**src/cachePkg.sv**
```systemverilog
`default_nettype none

package cachePkg;

  // byte address split: tag | set | byte offset
  localparam int addrWidth = 32;
  localparam int dataWidth = 32;
  localparam int bytesPerWord = dataWidth / 8;

  // cache geometry
  localparam int setNum = 8;
  localparam int setBits = 3;                  // set index, addr[4:2]
  localparam int wayNum = 2;
  localparam int offsetBits = 2;               // byte in word, addr[1:0]
  localparam int tagBits = addrWidth - setBits - offsetBits;  // addr[31:5]

  // backing memory
  localparam int memWords = 256;
  localparam int memAddrBits = $clog2(memWords);       // word index from addr[9:2]
  localparam int memLatency = 4;                       // req to ack, in cycles
  localparam int latCntBits = $clog2(memLatency + 1);

  // load/store width
  typedef enum logic {
    sizeWord = 1'b0,  // lw / sw
    sizeByte = 1'b1   // lbu / sb
  } accessSize;

  // power-up contents of word idx, every byte equals idx
  function automatic logic [dataWidth-1:0] initWord(input int unsigned idx);
    logic [dataWidth-1:0] pattern;
    pattern = dataWidth'(idx * 32'h0101_0101);
    return pattern;
  endfunction

endpackage

`default_nettype wire

```
**src/cacheStore.sv**
```systemverilog
`timescale 1ns/1ns
`default_nettype none

module cacheStore (
  input  logic                              clk,
  input  logic                              reset,
  // lookup side
  input  logic [cachePkg::setBits-1:0]      lookupSet,
  input  logic [cachePkg::tagBits-1:0]      lookupTag,
  // write side
  input  logic                              storeWe,
  input  logic                              storeWay,
  input  logic [cachePkg::setBits-1:0]      storeSet,
  input  logic [cachePkg::tagBits-1:0]      storeTag,
  input  logic [cachePkg::dataWidth-1:0]    storeData,
  input  logic [cachePkg::bytesPerWord-1:0] storeByteEn,
  // LRU update
  input  logic                              touchEn,
  input  logic [cachePkg::setBits-1:0]      touchSet,
  input  logic                              touchWay,
  // lookup result
  output logic                              hitValid,
  output logic                              hitWay,
  output logic [cachePkg::dataWidth-1:0]    hitData,
  output logic                              victimWay
);

  logic [cachePkg::wayNum-1:0]    validBits [cachePkg::setNum];
  logic [cachePkg::tagBits-1:0]   tagArr    [cachePkg::setNum][cachePkg::wayNum];
  logic [cachePkg::dataWidth-1:0] dataArr   [cachePkg::setNum][cachePkg::wayNum];
  logic [cachePkg::setNum-1:0]    lru;       // per set, names the least recently used way
  logic [cachePkg::wayNum-1:0]    wayMatch;

  // compare both ways of the addressed set
  always_comb begin
    for (int w = 0; w < cachePkg::wayNum; w++) begin
      wayMatch[w] = validBits[lookupSet][w] && (tagArr[lookupSet][w] == lookupTag);
    end
  end

  assign hitValid = |wayMatch;
  assign hitWay   = wayMatch[1];                  // only meaningful with hitValid
  assign hitData  = dataArr[lookupSet][hitWay];

  // victim for a refill
  always_comb begin
    if (!validBits[lookupSet][0]) begin
      victimWay = 1'b0;                           // empty way 0 first
    end else if (!validBits[lookupSet][1]) begin
      victimWay = 1'b1;
    end else begin
      victimWay = lru[lookupSet];                 // both full, evict the LRU way
    end
  end

  // tag and data arrays
  always_ff @(posedge clk) begin
    if (storeWe) begin
      tagArr[storeSet][storeWay] <= storeTag;
      for (int b = 0; b < cachePkg::bytesPerWord; b++) begin
        if (storeByteEn[b]) begin
          dataArr[storeSet][storeWay][8*b +: 8] <= storeData[8*b +: 8];  // per byte lane
        end
      end
    end
  end

  // valid and LRU state
  always_ff @(posedge clk) begin
    if (reset) begin
      for (int s = 0; s < cachePkg::setNum; s++) begin
        validBits[s] <= '0;
      end
      lru <= '0;
    end else begin
      if (storeWe) begin
        validBits[storeSet][storeWay] <= 1'b1;
      end
      // the way just used becomes MRU, so the other one is LRU
      if (touchEn) begin
        lru[touchSet] <= ~touchWay;
      end
    end
  end

endmodule

`default_nettype wire

```
**config.mk**
```make
export PLATFORM = sky130hd
export DESIGN_NAME = cacheStore
export DESIGN_NICKNAME = d
export VERILOG_FILES = /design/src/cachePkg.sv /design/src/cacheStore.sv
export SDC_FILE = /design/constraint.sdc
export NUM_CORES = 1
export LEC_CHECK = 0
export BUFFER_PORTS_ARGS = -buffer_cell sky130_fd_sc_hd__buf_2
export CAP_MARGIN = 10
export CORE_MARGIN = 4
export CORE_UTILIZATION = 40
export DETAILED_ROUTE_END_ITERATION = 12
export HOLD_SLACK_MARGIN = 0.15
export PLACE_DENSITY_LB_ADDON = 0.2
export SETUP_SLACK_MARGIN = 0.1
export SLEW_MARGIN = 5
export SYNTH_ARGS = -nofsm -noshare
export SYNTH_HDL_FRONTEND = slang
export SYNTH_SLANG_ARGS = --single-unit
```
**constraint.sdc**
```tcl
create_clock -name clk -period 4.7 [get_ports clk]
set_input_delay 0.47 -clock clk [delete_from_list [all_inputs] [get_ports clk]]
set_output_delay 0.47 -clock clk [all_outputs]
set_load 0.02 [all_outputs]
```
# Yosys cells after proc, flatten, opt, wreduce, memory -nomap -nowiden
# Memories as Yosys holds them, arrays and structs flattened.
# Cells that the tools add are included.
[totals]
regBits = 8
ram_bits = 960
word_cells = 451
n_memories = 3
[memory_table]
columns = ["name", "depth", "width", "read_ports", "rd_clocked_by_memory_dff", "wr", "line", "source"]
rows = [
  ["dataArr", 8, 64, 1, 0, 1, "cacheStore.sv:30", "logic [cachePkg::dataWidth-1:0] dataArr [cachePkg::setNum][cachePkg::wayNum];"],
  ["tagArr", 8, 54, 1, 0, 1, "cacheStore.sv:29", "logic [cachePkg::tagBits-1:0] tagArr [cachePkg::setNum][cachePkg::wayNum];"],
  ["validBits", 8, 2, 1, 0, 8, "cacheStore.sv:28", "logic [cachePkg::wayNum-1:0] validBits [cachePkg::setNum];"],
]
[op_classes]
magnitude_cmp = 8
eq_ne = 2
mux = 235
bitwise_logic = 195
n_reduce_logical = 7
[op_table]
columns = ["op", "n"]
rows = [
  ["64-bit 2-to-1 mux", 4],
  ["1-bit 2-to-1 mux", 209],
  ["1-bit OR", 192],
  ["32-bit demux with 1-bit select", 4],
  ["32-bit 2-to-1 mux", 4],
  ["27-bit == test", 2],
  ["54-bit 2-to-1 mux", 1],
  ["27-bit demux with 1-bit select", 1],
  ["27-bit 2-to-1 mux", 1],
  ["24-bit 2-to-1 mux", 1],
  ["16-bit 2-to-1 mux", 1],
  ["8-bit bitwise mux", 1],
  ["3-bit by 4-bit < comparator with 1-bit output (second input constant)", 2],
  ["8-bit 2-to-1 mux", 1],
  ["2-bit 2-to-1 mux", 3],
  ["1-bit logical AND", 5],
  ["2-bit greater-or-equal comparator (second input constant)", 2],
  ["1-bit NOT with 2-bit output", 2],
  ["2-bit OR reduction", 2],
  ["1-bit binary-select mux with 3-bit select", 1],
  ["1-bit demux with 3-bit select", 1],
  ["3-bit by 1-bit greater-or-equal comparator with 1-bit output (second input constant)", 1],
  ["3-bit 2-to-1 mux", 1],
  ["1-bit by 2-bit < comparator with 1-bit output (second input constant)", 1],
  ["other kinds (4)", 4],
]

# Longest topological paths before layout
[depth]
word_depth = 9
depth_mapped = 11
depth_no_buf = 7

# Least setup slack after synthesis
# OpenSTA, ideal clock, no wires.
[synth_path]
path_type = "input to register"
from = "input storeSet[1] in the netlist's numbering"
to = "memory dataArr[0][32] in the netlist's numbering (enable)"
arrival_time_ps = 3514
t_required_ps = 4367
slack_ps = 852
cell_stages = 3
n_path_buf = 0
path_cell_list = "or3b_2 nor3_1 and2_1"
[synth_lines]
columns = ["element", "line", "source"]
rows = [
  ["start, declared", "cacheStore.sv:13", "input logic [cachePkg::setBits-1:0] storeSet,"],
  ["end, declared", "cacheStore.sv:30", ""],
]
# No word-level cell before the write port.

# Worst setup path after layout
[layout_path]
from = "memory tagArr[1][14] in the netlist's numbering"
to = "output hitData[31] in the netlist's numbering"
[layout_between]
elab_chain_cells = 7
[layout_rtl]
columns = ["element", "line", "source"]
rows = [
  ["start, declared", "cacheStore.sv:29", ""],
  ["memory 8 x 54 bit", "n/a", ""],
  ["27-bit == test", "cacheStore.sv:37", "wayMatch[w] = validBits[lookupSet][w] && (tagArr[lookupSet][w] == lookupTag);"],
  ["1-bit logical AND", "cacheStore.sv:37", ""],
  ["1-bit NOT with 2-bit output (not written as such)", "cacheStore.sv:43", "assign hitData = dataArr[lookupSet][hitWay];"],
  ["32-bit 2-to-1 mux (not written as such) (3 in a row)", "cacheStore.sv:43", ""],
  ["end, declared", "cacheStore.sv:24", "output logic [cachePkg::dataWidth-1:0] hitData,"],
]
# No other way between the ends. The select of a mux whose other input is x is not followed.

==> summary.txt <==
Placed design
  • Post-DP HPWL: between 50 and 60 mm
  • IO Port Bufs: about 140
  • RD Place Congestion: 0.782

Worst setup path
  • CP Cell Sequence: mux4_1, mux2i_1, xor2_1, nor4b_1, nand4_4, buf_4, a211oi_1, o21bai_1, buf_2
  • Critical path's slowest cell: nor4b_1
  • Startpoint class of the critical path: flop
  • Crit path kind: flop to output port
  • Worst setup EP type: output port
  • FF-to-FF path depth: 3
  • Crit path required time: around 4.2 ns
  • Critical path's largest stage delay: ~0.53 ns
  • Crit Path Max Fanout: 34
  • Worst Path Arrival: roughly 3.8 ns

Final layout
  • # nets final: 2,071
  • Area grow syn2layout: 14.9%
  • Layout cells sized above 1: between 30% and 40%

Timing
  • Peak Freq: approximately 230 MHz
  • Final hold vios: 0
  • Final Skew: 0 ns
  • Setup violations, final: 0
  • RSZ-0062 raised after global routing: false
  • Final Slew Violations: 0
  • Hold slack: 0.189 ns
  • Max-Slew Margin vs Limit: a little under a quarter
  • Slew @ Worst Pin: around 1.1 ns
  • Tcrit/Tclk final: between 90% and 100%
  • Post-layout min period: roughly 4.3 ns
  • Setup TNS Final: 0 ns

Clock tree
  • Worst skew pair latency: around 0.65 ns
  • Root Buffer Master: clkbuf_16
  • CTS Buffer Depth: 3
  • Post-CTS setup buffers: 0
  • Clock slew at reported path FFs: around 0.06 ns
  • H-Tree Depth: 3
  • CTS tree: done
  • Clock Sinks: ~970
  • CTS buffer count: 100

Power and ir drop
  • P_leak: 14.0 nW
  • Peak supply drop: just over 0.0003 V
  • Pwr Total: roughly 0.018 W
  • PwrDens: ~420 nW/um^2

Run
  • Max-cap viol count: 0

Logic synthesis
  • Ys Warns: 0
  • Post-synthesis cell type count: 37
  • Ys flop type: edfxtp_1
  • Syn nets: between 1,500 and 2,000
  • Cell count after synthesis: 1,756
  • Sequential element share of the synthesized area: between 70% and 80%
  • Synthesized area per cell: roughly 22 um^2
  • Post-synth EDFFs: around 940
  • Asr flop ratio synth: 0%
  • Yosys reg bits: between 900 and 1,000
  • Mapped Area: roughly 38,000 um^2

Global routing
  • First-pass GRT wire length: between 100 and 150 mm
  • Largest net degree at the start of global routing: 78
  • Total gr overflow: 0
  • Antenna violations before repair: 13
  • GRT Total Usage: a little under a fifth
  • Number of global-route vias before repair: about 19,000

Routing
  • Via density per instance: approximately 5.4
  • Max layer used: met5
  • DR WL/cell: ~28 um
  • Vias: 18,000
  • Final wirelength: just over 90 mm
  • Met3 wire len: between 6 and 7 mm
  • DRT Pass-1 Iters: 5
  • DRC Markers: 0
  • Drt first-iter violations: about 1,600
  • Met2 routed WL: approximately 45 mm
  • Wl on met1: 39.7 mm
  • Remaining antenna violation count: 0

Worst hold path
  • HP Class: primary input to flop
  • Hold depth: 1

Floorplan
  • Die Y-Extent: around 320 um
  • # rows: roughly 110
  • Starting density of the core: between 40% and 50%
  • Area of the core: approximately 95,000 um^2
  • Die width: between 300 and 400 um
  • Area of the die: 101,000 um^2
  • Top Ports: 140

Status
  • Status: completed
## Yosys cell counts (3+ instances only)
library cell  instances  area (um^2)
buf_4                11         82.6
o21bai_2             28          315
nand3_1               3         15.0
nor4_1               15         93.8
buf_6                10          113
xnor2_1              52          455
a211oi_1             14          105
a211oi_2             28          350
nand3b_1              3         22.5
o21bai_1              4         30.0
clkbuf_1             20         75.1
buf_1                 8         30.0
nand2_1              36          135
mux2i_1              91          911
mux4_2              236         5320
nand4_1               4         25.0
dfxtp_1              24          480
nor3_1                7         35.0
and2_1               64          400
nor2_1               62          233
buf_2                37          185
nand2b_1             37          231
mux4_1                4          105
edfxtp_1            944        28300
## power by group
part | internal, W | switching, W | leakage, nW
Clock | 0.00454 | 0.00324 | 1.58
Combinational | 0.000409 | 0.000644 | 3.74
Sequential | 0.00961 | 0.0000292 | 8.71
Total | 0.0146 | 0.00391 | 14.0
## layer usage
metal / vias up / GRT usage [%]
met5: - / 0
met4: 6 / 4.40
met3: 107 / 3.99
met2: 538 / 29.9
met1: 9658 / 26.0
li1: 7722 / -
## flip-flops by register name, summed over array words and instances, names as in the netlist
name / flops
dataArr: 512
lru: 8
tagArr: 432
validBits: 16
## worst max-delay path: cells and delay by family, from the launching register on
family	cells	cell delay (ns)
simple gates	2	0.69
mux	2	0.69
buf+inv	2	0.57
compound gates	2	0.45
xor+xnor	1	0.38
flops	1	0.37
## path summary, 6_finish.rpt
check / start / end / slack (ns)
max: tagArr[1][14] / hitData[31] / 0.39
min reg2reg: validBits[4][1] / validBits[4][1] / 0.47
max reg2reg: lru[4] / lru[4] / 3.51
min: storeTag[25] / tagArr[2][52] / 0.19
## cell families (layout without fill, tap and decap cells)
group / count (synthesis) / in the layout / synth area share, %
buffers and inverters: 87 / 379 / 1.32
xor gates and xnor gates: 53 / 53 / 1.21
AOI/OAI and AO/OA: 78 / 78 / 2.18
other: 0 / 11 / 0
DFF: 968 / 968 / 75.4
muxes: 331 / 331 / 16.6
and+or+nand+nor: 239 / 239 / 3.33
## per-stage QoR
stage / util (%) / instances / cell area (um^2) / worst slack [ns]
floorplan: - / 1756 / 38200 / 0.852
global placement: 42.7 / 3115 / 40500 / 0.240
detailed placement: 42.7 / 3115 / 40500 / 0.272
CTS: 46.3 / 3313 / 43900 / 0.264
global route: 46.3 / 3315 / 43900 / 0.157
finish: 46.3 / 3324 / 43900 / 0.388
## final cells by class
class | instances | area [um^2]
Antenna cell | 11 | 27.5
Clock buffer | 124 | 2660
Clock inverter | 60 | 557
Fill cell | 7881 | 50900
Multi-Input combinational cell | 701 | 9020
Sequential cell | 968 | 28800
Tap cell | 1265 | 1580
Timing Repair Buffer | 195 | 1250
## placed cells by master, fill, tap and decap left out, types with 3 or more instances in the layout
| cell type | n |
|---|---|
| nand2b_1 | 37 |
| nand2_1 | 36 |
| diode_2 | 11 |
| a211oi_1 | 14 |
| nand3_1 | 3 |
| nand4_1 | 4 |
| mux2i_1 | 91 |
| nor4_1 | 14 |
| nand3b_1 | 3 |
| nor3_1 | 3 |
| mux4_2 | 236 |
| clkbuf_1 | 20 |
| clkbuf_16 | 102 |
| o21bai_2 | 28 |
| buf_2 | 136 |
| dfxtp_1 | 24 |
| dlygate4sd3_1 | 14 |
| nor2_1 | 50 |
| and2_1 | 64 |
| edfxtp_1 | 944 |
| buf_4 | 36 |
| nor2_4 | 12 |
| o21bai_1 | 4 |
| a211oi_2 | 28 |
| mux4_1 | 4 |
| clkbuf_8 | 3 |
| clkinv_2 | 19 |
| nor3_2 | 4 |
| clkinv_1 | 23 |
| inv_6 | 4 |
| buf_12 | 6 |
| bufinv_16 | 10 |
| xnor2_1 | 52 |
## timing repair
item                                   CTS  global route
endpoints found under the hold margin  142             0
hold buffers                            14             0
setup endpoints to repair                0             1
resized for setup                        0             1
(Power assumes the default switching activity.)
