## config.mk

```make
export PLATFORM = sky130hd
export DESIGN_NAME = cacheController
export DESIGN_NICKNAME = d
export VERILOG_FILES = /design/src/cachePkg.sv /design/src/cacheController.sv
export SDC_FILE = /design/constraint.sdc
export NUM_CORES = 1
export LEC_CHECK = 0
export ABC_AREA = 0
export BUFFER_PORTS_ARGS = -buffer_cell sky130_fd_sc_hd__buf_2
export CELL_PAD_IN_SITES_DETAIL_PLACEMENT = 1
export CELL_PAD_IN_SITES_GLOBAL_PLACEMENT = 1
export CORE_MARGIN = 1
export CORE_UTILIZATION = 31
export DETAILED_ROUTE_END_ITERATION = 6
export GPL_TIMING_DRIVEN = 0
export HOLD_SLACK_MARGIN = 0.08
export PLACE_DENSITY_LB_ADDON = 0.1
export SLEW_MARGIN = 15
export SYNTH_ARGS = -nofsm -noshare
export SYNTH_HDL_FRONTEND = slang
export SYNTH_SLANG_ARGS = --single-unit
```

## constraint.sdc

```tcl
create_clock -name clk -period 2.7 [get_ports clk]
set_clock_uncertainty 0.1 [all_clocks]
set_input_delay 0 -clock clk [delete_from_list [all_inputs] [get_ports clk]]
set_output_delay 0 -clock clk [all_outputs]
set_load 0.005 [all_outputs]
```

## src/cachePkg.sv

```systemverilog
`default_nettype none

package cachePkg;

  // byte address split: tag | set | byte offset
  localparam int addrWidth = 32;
  localparam int dataWidth = 32;
  localparam int bytesPerWord = dataWidth / 8;

  // cache geometry
  localparam int setNum = 8;
  localparam int setBits = 3;                  // set index, addr[4:2]
  localparam int wayNum = 2;
  localparam int offsetBits = 2;               // byte in word, addr[1:0]
  localparam int tagBits = addrWidth - setBits - offsetBits;  // addr[31:5]

  // backing memory
  localparam int memWords = 256;
  localparam int memAddrBits = $clog2(memWords);       // word index from addr[9:2]
  localparam int memLatency = 4;                       // req to ack, in cycles
  localparam int latCntBits = $clog2(memLatency + 1);

  // load/store width
  typedef enum logic {
    sizeWord = 1'b0,  // lw / sw
    sizeByte = 1'b1   // lbu / sb
  } accessSize;

  // power-up contents of word idx, every byte equals idx
  function automatic logic [dataWidth-1:0] initWord(input int unsigned idx);
    logic [dataWidth-1:0] pattern;
    pattern = dataWidth'(idx * 32'h0101_0101);
    return pattern;
  endfunction

endpackage

`default_nettype wire

```

## src/cacheController.sv

```systemverilog
`timescale 1ns/1ns
`default_nettype none

module cacheController (
  input  logic                              clk,
  input  logic                              reset,
  // core side
  input  logic                              req,
  input  logic                              we,
  input  cachePkg::accessSize               size,
  input  logic [cachePkg::addrWidth-1:0]    addr,
  input  logic [cachePkg::dataWidth-1:0]    wdata,
  output logic                              done,
  output logic [cachePkg::dataWidth-1:0]    rdata,
  output logic                              hit,
  // cache store
  input  logic                              hitValid,
  input  logic                              hitWay,
  input  logic [cachePkg::dataWidth-1:0]    hitData,
  input  logic                              victimWay,
  output logic [cachePkg::setBits-1:0]      lookupSet,
  output logic [cachePkg::tagBits-1:0]      lookupTag,
  output logic                              storeWe,
  output logic                              storeWay,
  output logic [cachePkg::setBits-1:0]      storeSet,
  output logic [cachePkg::tagBits-1:0]      storeTag,
  output logic [cachePkg::dataWidth-1:0]    storeData,
  output logic [cachePkg::bytesPerWord-1:0] storeByteEn,
  output logic                              touchEn,
  output logic [cachePkg::setBits-1:0]      touchSet,
  output logic                              touchWay,
  // main memory
  input  logic                              memAck,
  input  logic [cachePkg::dataWidth-1:0]    memRdata,
  output logic                              memReq,
  output logic                              memWe,
  output logic [cachePkg::addrWidth-1:0]    memAddr,
  output logic [cachePkg::dataWidth-1:0]    memWdata,
  output logic [cachePkg::bytesPerWord-1:0] memByteEn
);

  typedef enum logic [1:0] {idle, lookup, waitMem, refill} stateType;

  stateType                            state;
  logic [cachePkg::addrWidth-1:0]      reqAddr;
  logic                                reqWe;
  cachePkg::accessSize                 reqSize;
  logic [cachePkg::dataWidth-1:0]      reqWdata;
  logic [cachePkg::offsetBits-1:0]     reqOffset;
  logic [cachePkg::bytesPerWord-1:0]   byteEn;
  logic [cachePkg::dataWidth-1:0]      wordData;
  logic [cachePkg::dataWidth-1:0]      fillData;
  logic                                fillWay;
  logic [cachePkg::dataWidth-1:0]      rdataReg;
  logic                                hitReg;
  logic                                doneReg;
  logic                                memReqReg;

  // lbu picks one byte and zero-extends, lw passes the word
  function automatic logic [cachePkg::dataWidth-1:0] alignLoad(
    input logic [cachePkg::dataWidth-1:0]  word,
    input cachePkg::accessSize             sz,
    input logic [cachePkg::offsetBits-1:0] offset
  );
    logic [7:0] lane;
    lane = word[8*offset +: 8];
    if (sz == cachePkg::sizeByte) begin
      return {{(cachePkg::dataWidth-8){1'b0}}, lane};
    end
    return word;
  endfunction

  assign reqOffset = reqAddr[cachePkg::offsetBits-1:0];

  // sb writes one lane with the byte replicated, sw writes all four
  always_comb begin
    if (reqSize == cachePkg::sizeByte) begin
      byteEn            = '0;
      byteEn[reqOffset] = 1'b1;
      wordData          = {cachePkg::bytesPerWord{reqWdata[7:0]}};
    end else begin
      byteEn   = '1;
      wordData = reqWdata;
    end
  end

  assign lookupSet = reqAddr[cachePkg::offsetBits +: cachePkg::setBits];
  assign lookupTag = reqAddr[cachePkg::addrWidth-1 -: cachePkg::tagBits];
  assign storeSet  = lookupSet;
  assign storeTag  = lookupTag;
  assign touchSet  = lookupSet;
  assign touchWay  = storeWay;

  // store hit updates in lookup, refill writes the whole word
  always_comb begin
    storeWe     = 1'b0;
    storeWay    = hitWay;
    storeData   = wordData;
    storeByteEn = byteEn;
    touchEn     = 1'b0;
    case (state)
      lookup: begin
        if (hitValid) begin
          touchEn = 1'b1;           // load or store hit
          storeWe = reqWe;
        end
      end
      refill: begin
        storeWe     = 1'b1;
        storeWay    = fillWay;
        storeData   = fillData;
        storeByteEn = '1;
        touchEn     = 1'b1;
      end
      default: ;
    endcase
  end

  always_ff @(posedge clk) begin
    if (reset) begin
      state     <= idle;
      doneReg   <= 1'b0;
      memReqReg <= 1'b0;
    end else begin
      doneReg   <= 1'b0;
      memReqReg <= 1'b0;
      case (state)
        idle: begin
          if (req) begin
            state <= lookup;
          end
        end
        lookup: begin
          if (hitValid && !reqWe) begin
            doneReg <= 1'b1;        // load hit answers straight away
            state   <= idle;
          end else begin
            memReqReg <= 1'b1;      // load miss or write-through
            state     <= waitMem;
          end
        end
        waitMem: begin
          if (memAck) begin
            doneReg <= !reqWe;
            state   <= reqWe ? idle : refill;
          end
        end
        default: state <= idle;     // refill lasts one cycle
      endcase
    end
  end

  // request and response payload
  always_ff @(posedge clk) begin
    if (state == idle && req) begin
      reqAddr  <= addr;
      reqWe    <= we;
      reqSize  <= size;
      reqWdata <= wdata;
    end
    if (state == lookup) begin
      hitReg   <= hitValid;
      fillWay  <= victimWay;
      rdataReg <= alignLoad(hitData, reqSize, reqOffset);
    end
    if (state == waitMem && memAck) begin
      fillData <= memRdata;
      rdataReg <= alignLoad(memRdata, reqSize, reqOffset);
    end
  end

  // stores finish together with the memory ack
  assign done  = doneReg | (state == waitMem && memAck && reqWe);
  assign rdata = rdataReg;
  assign hit   = hitReg;

  assign memReq    = memReqReg;
  assign memWe     = reqWe;
  assign memAddr   = {reqAddr[cachePkg::addrWidth-1:cachePkg::offsetBits],
                      {cachePkg::offsetBits{1'b0}}};
  assign memWdata  = wordData;
  assign memByteEn = byteEn;

endmodule

`default_nettype wire

```

# After elaboration in Yosys (flattened, before gate mapping)
# Index checks and enable logic that the tools add are counted.
dict set report totals {
  ff_bits 136
  latchBits 0
  ramBits 0
  rom_bits 0
  inputBits 137
  elab_cells 61
  n_memories 0
}
dict set report op_classes {
  n_addsub 0
  n_mul 0
  div 0
  n_lt_le_gt_ge 2
  n_eq_ne 5
  shifts 2
  n_mux 29
  bitwise 2
  n_reduce_logical 10
}
# operator count
set op_table {}
lappend op_table {{$mux W32} 8}
lappend op_table {{$shiftx A32 B6 Y8} 2}
lappend op_table {{$mux W1} 10}
lappend op_table {{$mux W2} 4}
lappend op_table {{$mux W4} 2}
lappend op_table {{$pmux W1 S2} 3}
lappend op_table {{$pmux W2 S3} 1}
lappend op_table {{$logic_and A1 B1 Y1} 5}
lappend op_table {{$eq A2 B2 Y1 const B} 2}
lappend op_table {{$ne A2 B2 Y1 const B} 2}
lappend op_table {{$lt A2 B3 Y1 const B} 1}
lappend op_table {{$demux W1 S2} 1}
lappend op_table {{$eq A2 B1 Y1 const B} 1}
lappend op_table {{$ge A2 B1 Y1 const B} 1}
lappend op_table {{$logic_not A2 Y1} 1}
lappend op_table {{$reduce_and A2 Y1} 1}
lappend op_table {{$reduce_bool A2 Y1} 1}
lappend op_table {{$reduce_or A2 Y1} 1}
lappend op_table {{$logic_not A1 Y1} 1}
lappend op_table {{$not A1 Y1} 1}
lappend op_table {{$or A1 B1 Y1} 1}

# Longest topological paths before layout
dict set report logic_depth {
  word_depth 6
  depth_mapped 7
  mapped_depth_nobuf 6
}

# Least setup slack after synthesis
# No wires, ideal clock.
dict set report synth_timing {
  path_kind {reg2reg}
  from {register state[0]}
  to {register reqWe, in the netlist memWe, enable pin}
  setup_time_ns 0.431
  t_arrival_ns 2.148
  required_time_ns 2.169
  slack_ns 0.021
  path_stages_with_launch 4
  n_path_buf 0
  synth_period_minus_slack_ns 2.679
  path_cell_list {dfxtp_1 -> inv_1 -> ha_1 -> and2_1}
}
dict set report synth_via {
  elab_chain_len 2
}
# element line
set synth_rtl {}
lappend synth_rtl {{start: declaration} cacheController.sv:44} ;# stateType state;
lappend synth_rtl {{start signal: assignment} cacheController.sv:121} ;# state <= idle;
lappend synth_rtl {{start signal: assignment} cacheController.sv:130} ;# state <= lookup;
lappend synth_rtl {{start signal: assignment} cacheController.sv:136} ;# state <= idle;
lappend synth_rtl {{$logic_not A2 Y1} cacheController.sv:155} ;# if (state == idle && req) begin
lappend synth_rtl {{$logic_and A1 B1 Y1} cacheController.sv:155}
lappend synth_rtl {{end signal: assignment} cacheController.sv:157} ;# reqWe <= we;
lappend synth_rtl {{end: declaration} cacheController.sv:46} ;# logic reqWe;
# Every way passes these cells.
# A chain may end at the register's enable or synchronous reset.

# Worst setup path in the final report
dict set report layout_timing {
  from {register state[0]}
  to {register rdataReg, in the netlist rdata[4] (data pin)}
}
dict set report layout_via {
  elab_chain_len 3
}
# element line
set layout_rtl {}
lappend layout_rtl {{$eq A2 B2 Y1} cacheController.sv:166} ;# if (state == waitMem && memAck) begin
lappend layout_rtl {{$logic_and A1 B1 Y1} cacheController.sv:166}
lappend layout_rtl {{$mux W32} cacheController.sv:166}
lappend layout_rtl {{end signal: assignment} cacheController.sv:164} ;# rdataReg <= alignLoad(hitData, reqSize, reqOffset);
lappend layout_rtl {{end signal: assignment} cacheController.sv:168} ;# rdataReg <= alignLoad(memRdata, reqSize, reqOffset);
lappend layout_rtl {{end: declaration} cacheController.sv:54} ;# logic [cachePkg::dataWidth-1:0] rdataReg;
# Every way passes these cells.

==> impl_metrics.py <==
metrics = {
    "finish": {
        "final_core_util": 0.509,
        "final_net_count": 1166,
        "area_delta_synth_final_pct": 60.0,
        "drive_gt1_frac": 0.530,
        "fin_cells": 1311,
    },
    "synthesis": {
        "syn_area_per_cell_um2": 12.9,
        "ys_async_sr_fraction": 0,
        "netlist_area_um2": 6760,
        "yosys.cell_count.top_type": "edfxtp_1",
        "ys_types": 39,
        "ys_top_cells_by_area": "edfxtp_1, buf_4, mux2_2",
        "synth_ff_type": "edfxtp_1",
        "synth_edf_count": 132,
        "ys_ff_latch": 136,
        "syn_inst": 523,
        "synth_common_cells": "edfxtp_1, buf_4, nand2_1",
        "synth.top_cell.area_share": 0.587,
        "yosysSeqAreaShare": 0.599,
        "synth_warnings": 0,
        "synth_largest_area_cell": "edfxtp_1",
    },
    "floorplan": {
        "dieWidth_um": 150,
        "die_h_um": 150,
        "die-area_um2": 22400,
        "top_level_ports": 344,
        "core_area_um2": 21200,
        "rows": 53,
        "initial_core_util": 0.318,
    },
    "power": {
        "vdd_ir_drop_max_mv": 0.411,
        "p_per_area_nw_per_um2": 676,
        "p_leak_uw": 0.00490,
    },
    "timing": {
        "final_max_slew_viol_count": 0,
        "postLayoutSetupSlackWorst_ns": 0.158,
        "setup_tns_ns": 0,
        "maxSlewHeadroom": 0.586,
        "grt_setup_unrepaired": "false",
        "final-setup-viol-count": 0,
        "hold_viol": 0,
        "max_clock_freq_mhz": 393,
        "period_needed_ns": 2.54,
        "min_period_over_period": 0.942,
        "max_slew.worst_pin.slew_ns": 0.621,
    },
    "cts": {
        "clk_latency_ns": 0.42,
        "root_buffer": "clkbuf_16",
        "clockBufferDepth": 2,
        "cts_tree": "done",
        "postCtsSetupBuffers": 0,
        "cts_buffers": 17,
        "cts.sinks": 136,
        "h-tree-depth": 4,
        "cts.reportedPaths.clkPinSlew_ns": 0.06,
    },
    "global_routing": {
        "antenna_found_initial": 1,
        "grt_pass1_vias": 6493,
        "grt_pass1_wl_um": 38700,
        "grt_start_max_net_pins": 45,
        "grt_overflow": 0,
        "track_usage": 0.236,
    },
    "placed_design": {
        "place_inst": 1142,
        "io_buffers": 341,
        "gp_congestion": 0.767,
        "dp_hpwl_um": 18900,
        "dp_slack_ns": 0.279,
    },
    "routing": {
        "drt_iter0_drc": 171,
        "antenna_left": 0,
        "routed-via-count": 5937,
        "wl_per_cell_um": 20.0,
        "drtPass1Iterations": 4,
        "routed_via_density": 4.53,
        "routed_wl_um": 26200,
        "post-route-drc-count": 0,
    },
    "run_status": {
        "outcome": "finished, final reports clean",
    },
    "worst_setup_path": {
        "required_ns": 2.77,
        "end_kind": "flop",
        "path_buf_inv": 4,
        "cp_max_fo": 10,
        "crit_chain": "inv_1 > ha_1 > nand2_4 > inv_2 > buf_6 > a221oi_1 > o32ai_1 > dlygate4sd3_1",
        "slowest_stage": "dlygate4sd3_1",
        "worstPathArrival_ns": 2.61,
        "cpLargestDelayFamily": "buffers and inverters",
        "worstSetupStartpointType": "flop",
        "slowest_delay_ns": 0.57,
        "worst-setup-path-type": "reg -> reg",
    },
    "min_path": {
        "min_path_type": "in -> reg",
    },
    "flow_run": {
        "cap_violations": 0,
    },
}
[cell type report]
cell class                      instances  area [um^2]
Antenna cell                            1         2.50
Clock inverter                         13          133
Sequential cell                       136         4040
Fill cell                            2356        10400
Clock buffer                           18          429
Buffer                                127          962
Multi-Input combinational cell        231         1650
Tap cell                              275          344
Inverter                               30          113
Timing Repair Buffer                  480         3130
[worst reg2reg max path: cells and delay by family, from the launching register on]
family	cells	cell delay [ns]
buffers and inverters	4	0.95
flip-flops	1	0.44
AO/OA/AOI/OAI	2	0.39
adder cells (fa/ha/maj)	1	0.27
AND/OR/NAND/NOR	1	0.14
[path summary, 6_finish.rpt]
path | cells after the start | slack (ns) | startpoint | to
setup / recovery | 8 | 0.16 | state[0] | rdata[4]
hold reg to reg | 1 | 0.48 | memWe | doneReg
setup reg to reg | 8 | 0.16 | state[0] | rdata[4]
hold / removal | 4 | 0.12 | memAck | state[1]
[cell usage in the layout (no fill, tap or decap), drive strengths merged]
cell type,n
and3b,1
edfxtp,132
nor4b,1
a21o,1
diode,1
nor2b,4
buf,463
a2111o,1
clkbuf,25
bufinv,2
nor2,6
clkinv,8
o32ai,8
nand2b,5
ha,6
or2,1
conb,2
inv,30
nand2,64
a21boi,1
mux2i,8
dlygate4sd3,137
a31oi,1
dfxtp,4
mux2,49
clkinvlp,3
a221oi,16
and2,1
or3,1
o21ai,26
a21oi,27
o31ai,1
[per-layer routing]
metal	vias up	track usage	share of wire
li1	2773	-	-
met1	2900	0.270	0.39
met2	236	0.430	0.53
met3	28	0.0561	0.065
met4	0	0.0776	0.016
met5	-	0	0
[kinds of logic (layout without fill, tap and decap cells)]
kind of cell | after synthesis | after routing | synth area share
buffers and inverters | 157 | 668 | 0.159
and+or+nand+nor | 84 | 84 | 0.0548
adders and majority gates | 6 | 6 | 0.0111
DFF | 136 | 136 | 0.599
muxes | 57 | 57 | 0.0980
other | 1 | 3 | 0.000555
AOI/OAI and AO/OA | 82 | 82 | 0.0782
[per-stage QoR]
step,instance area (um^2),hold WS (ns),total power (uW)
after global routing,10800,0.150,7650
after detailed placement,8870,0.0787,4930
after global placement,8810,0.0783,4840
after floorplan,6760,-0.0309,3880
after CTS,10800,0.0837,7370
final,10800,0.119,7310
[repair_timing]
action                                 in CTS  in global routing
setup endpoints to repair                   1                  0
endpoints found under the hold margin     138                  0
resized for setup                           1                  0
hold buffers                              137                  0
[flip-flops by register name, summed over array words and instances (netlist names)]
| signal | cells |
|---|---|
| reqAddr | 32 |
| memReq | 1 |
| fillWay | 1 |
| doneReg | 1 |
| rdata | 32 |
| memWe | 1 |
| reqSize | 1 |
| reqWdata | 32 |
| fillData | 32 |
| state | 2 |
| hit | 1 |
[where the power goes]
| part | internal, uW | switching (uW) |
|---|---|---|
| logic | 1110 | 1060 |
| clock network | 1350 | 913 |
| registers | 2730 | 145 |
No activity file was read; power rests on OpenSTA's default activity.
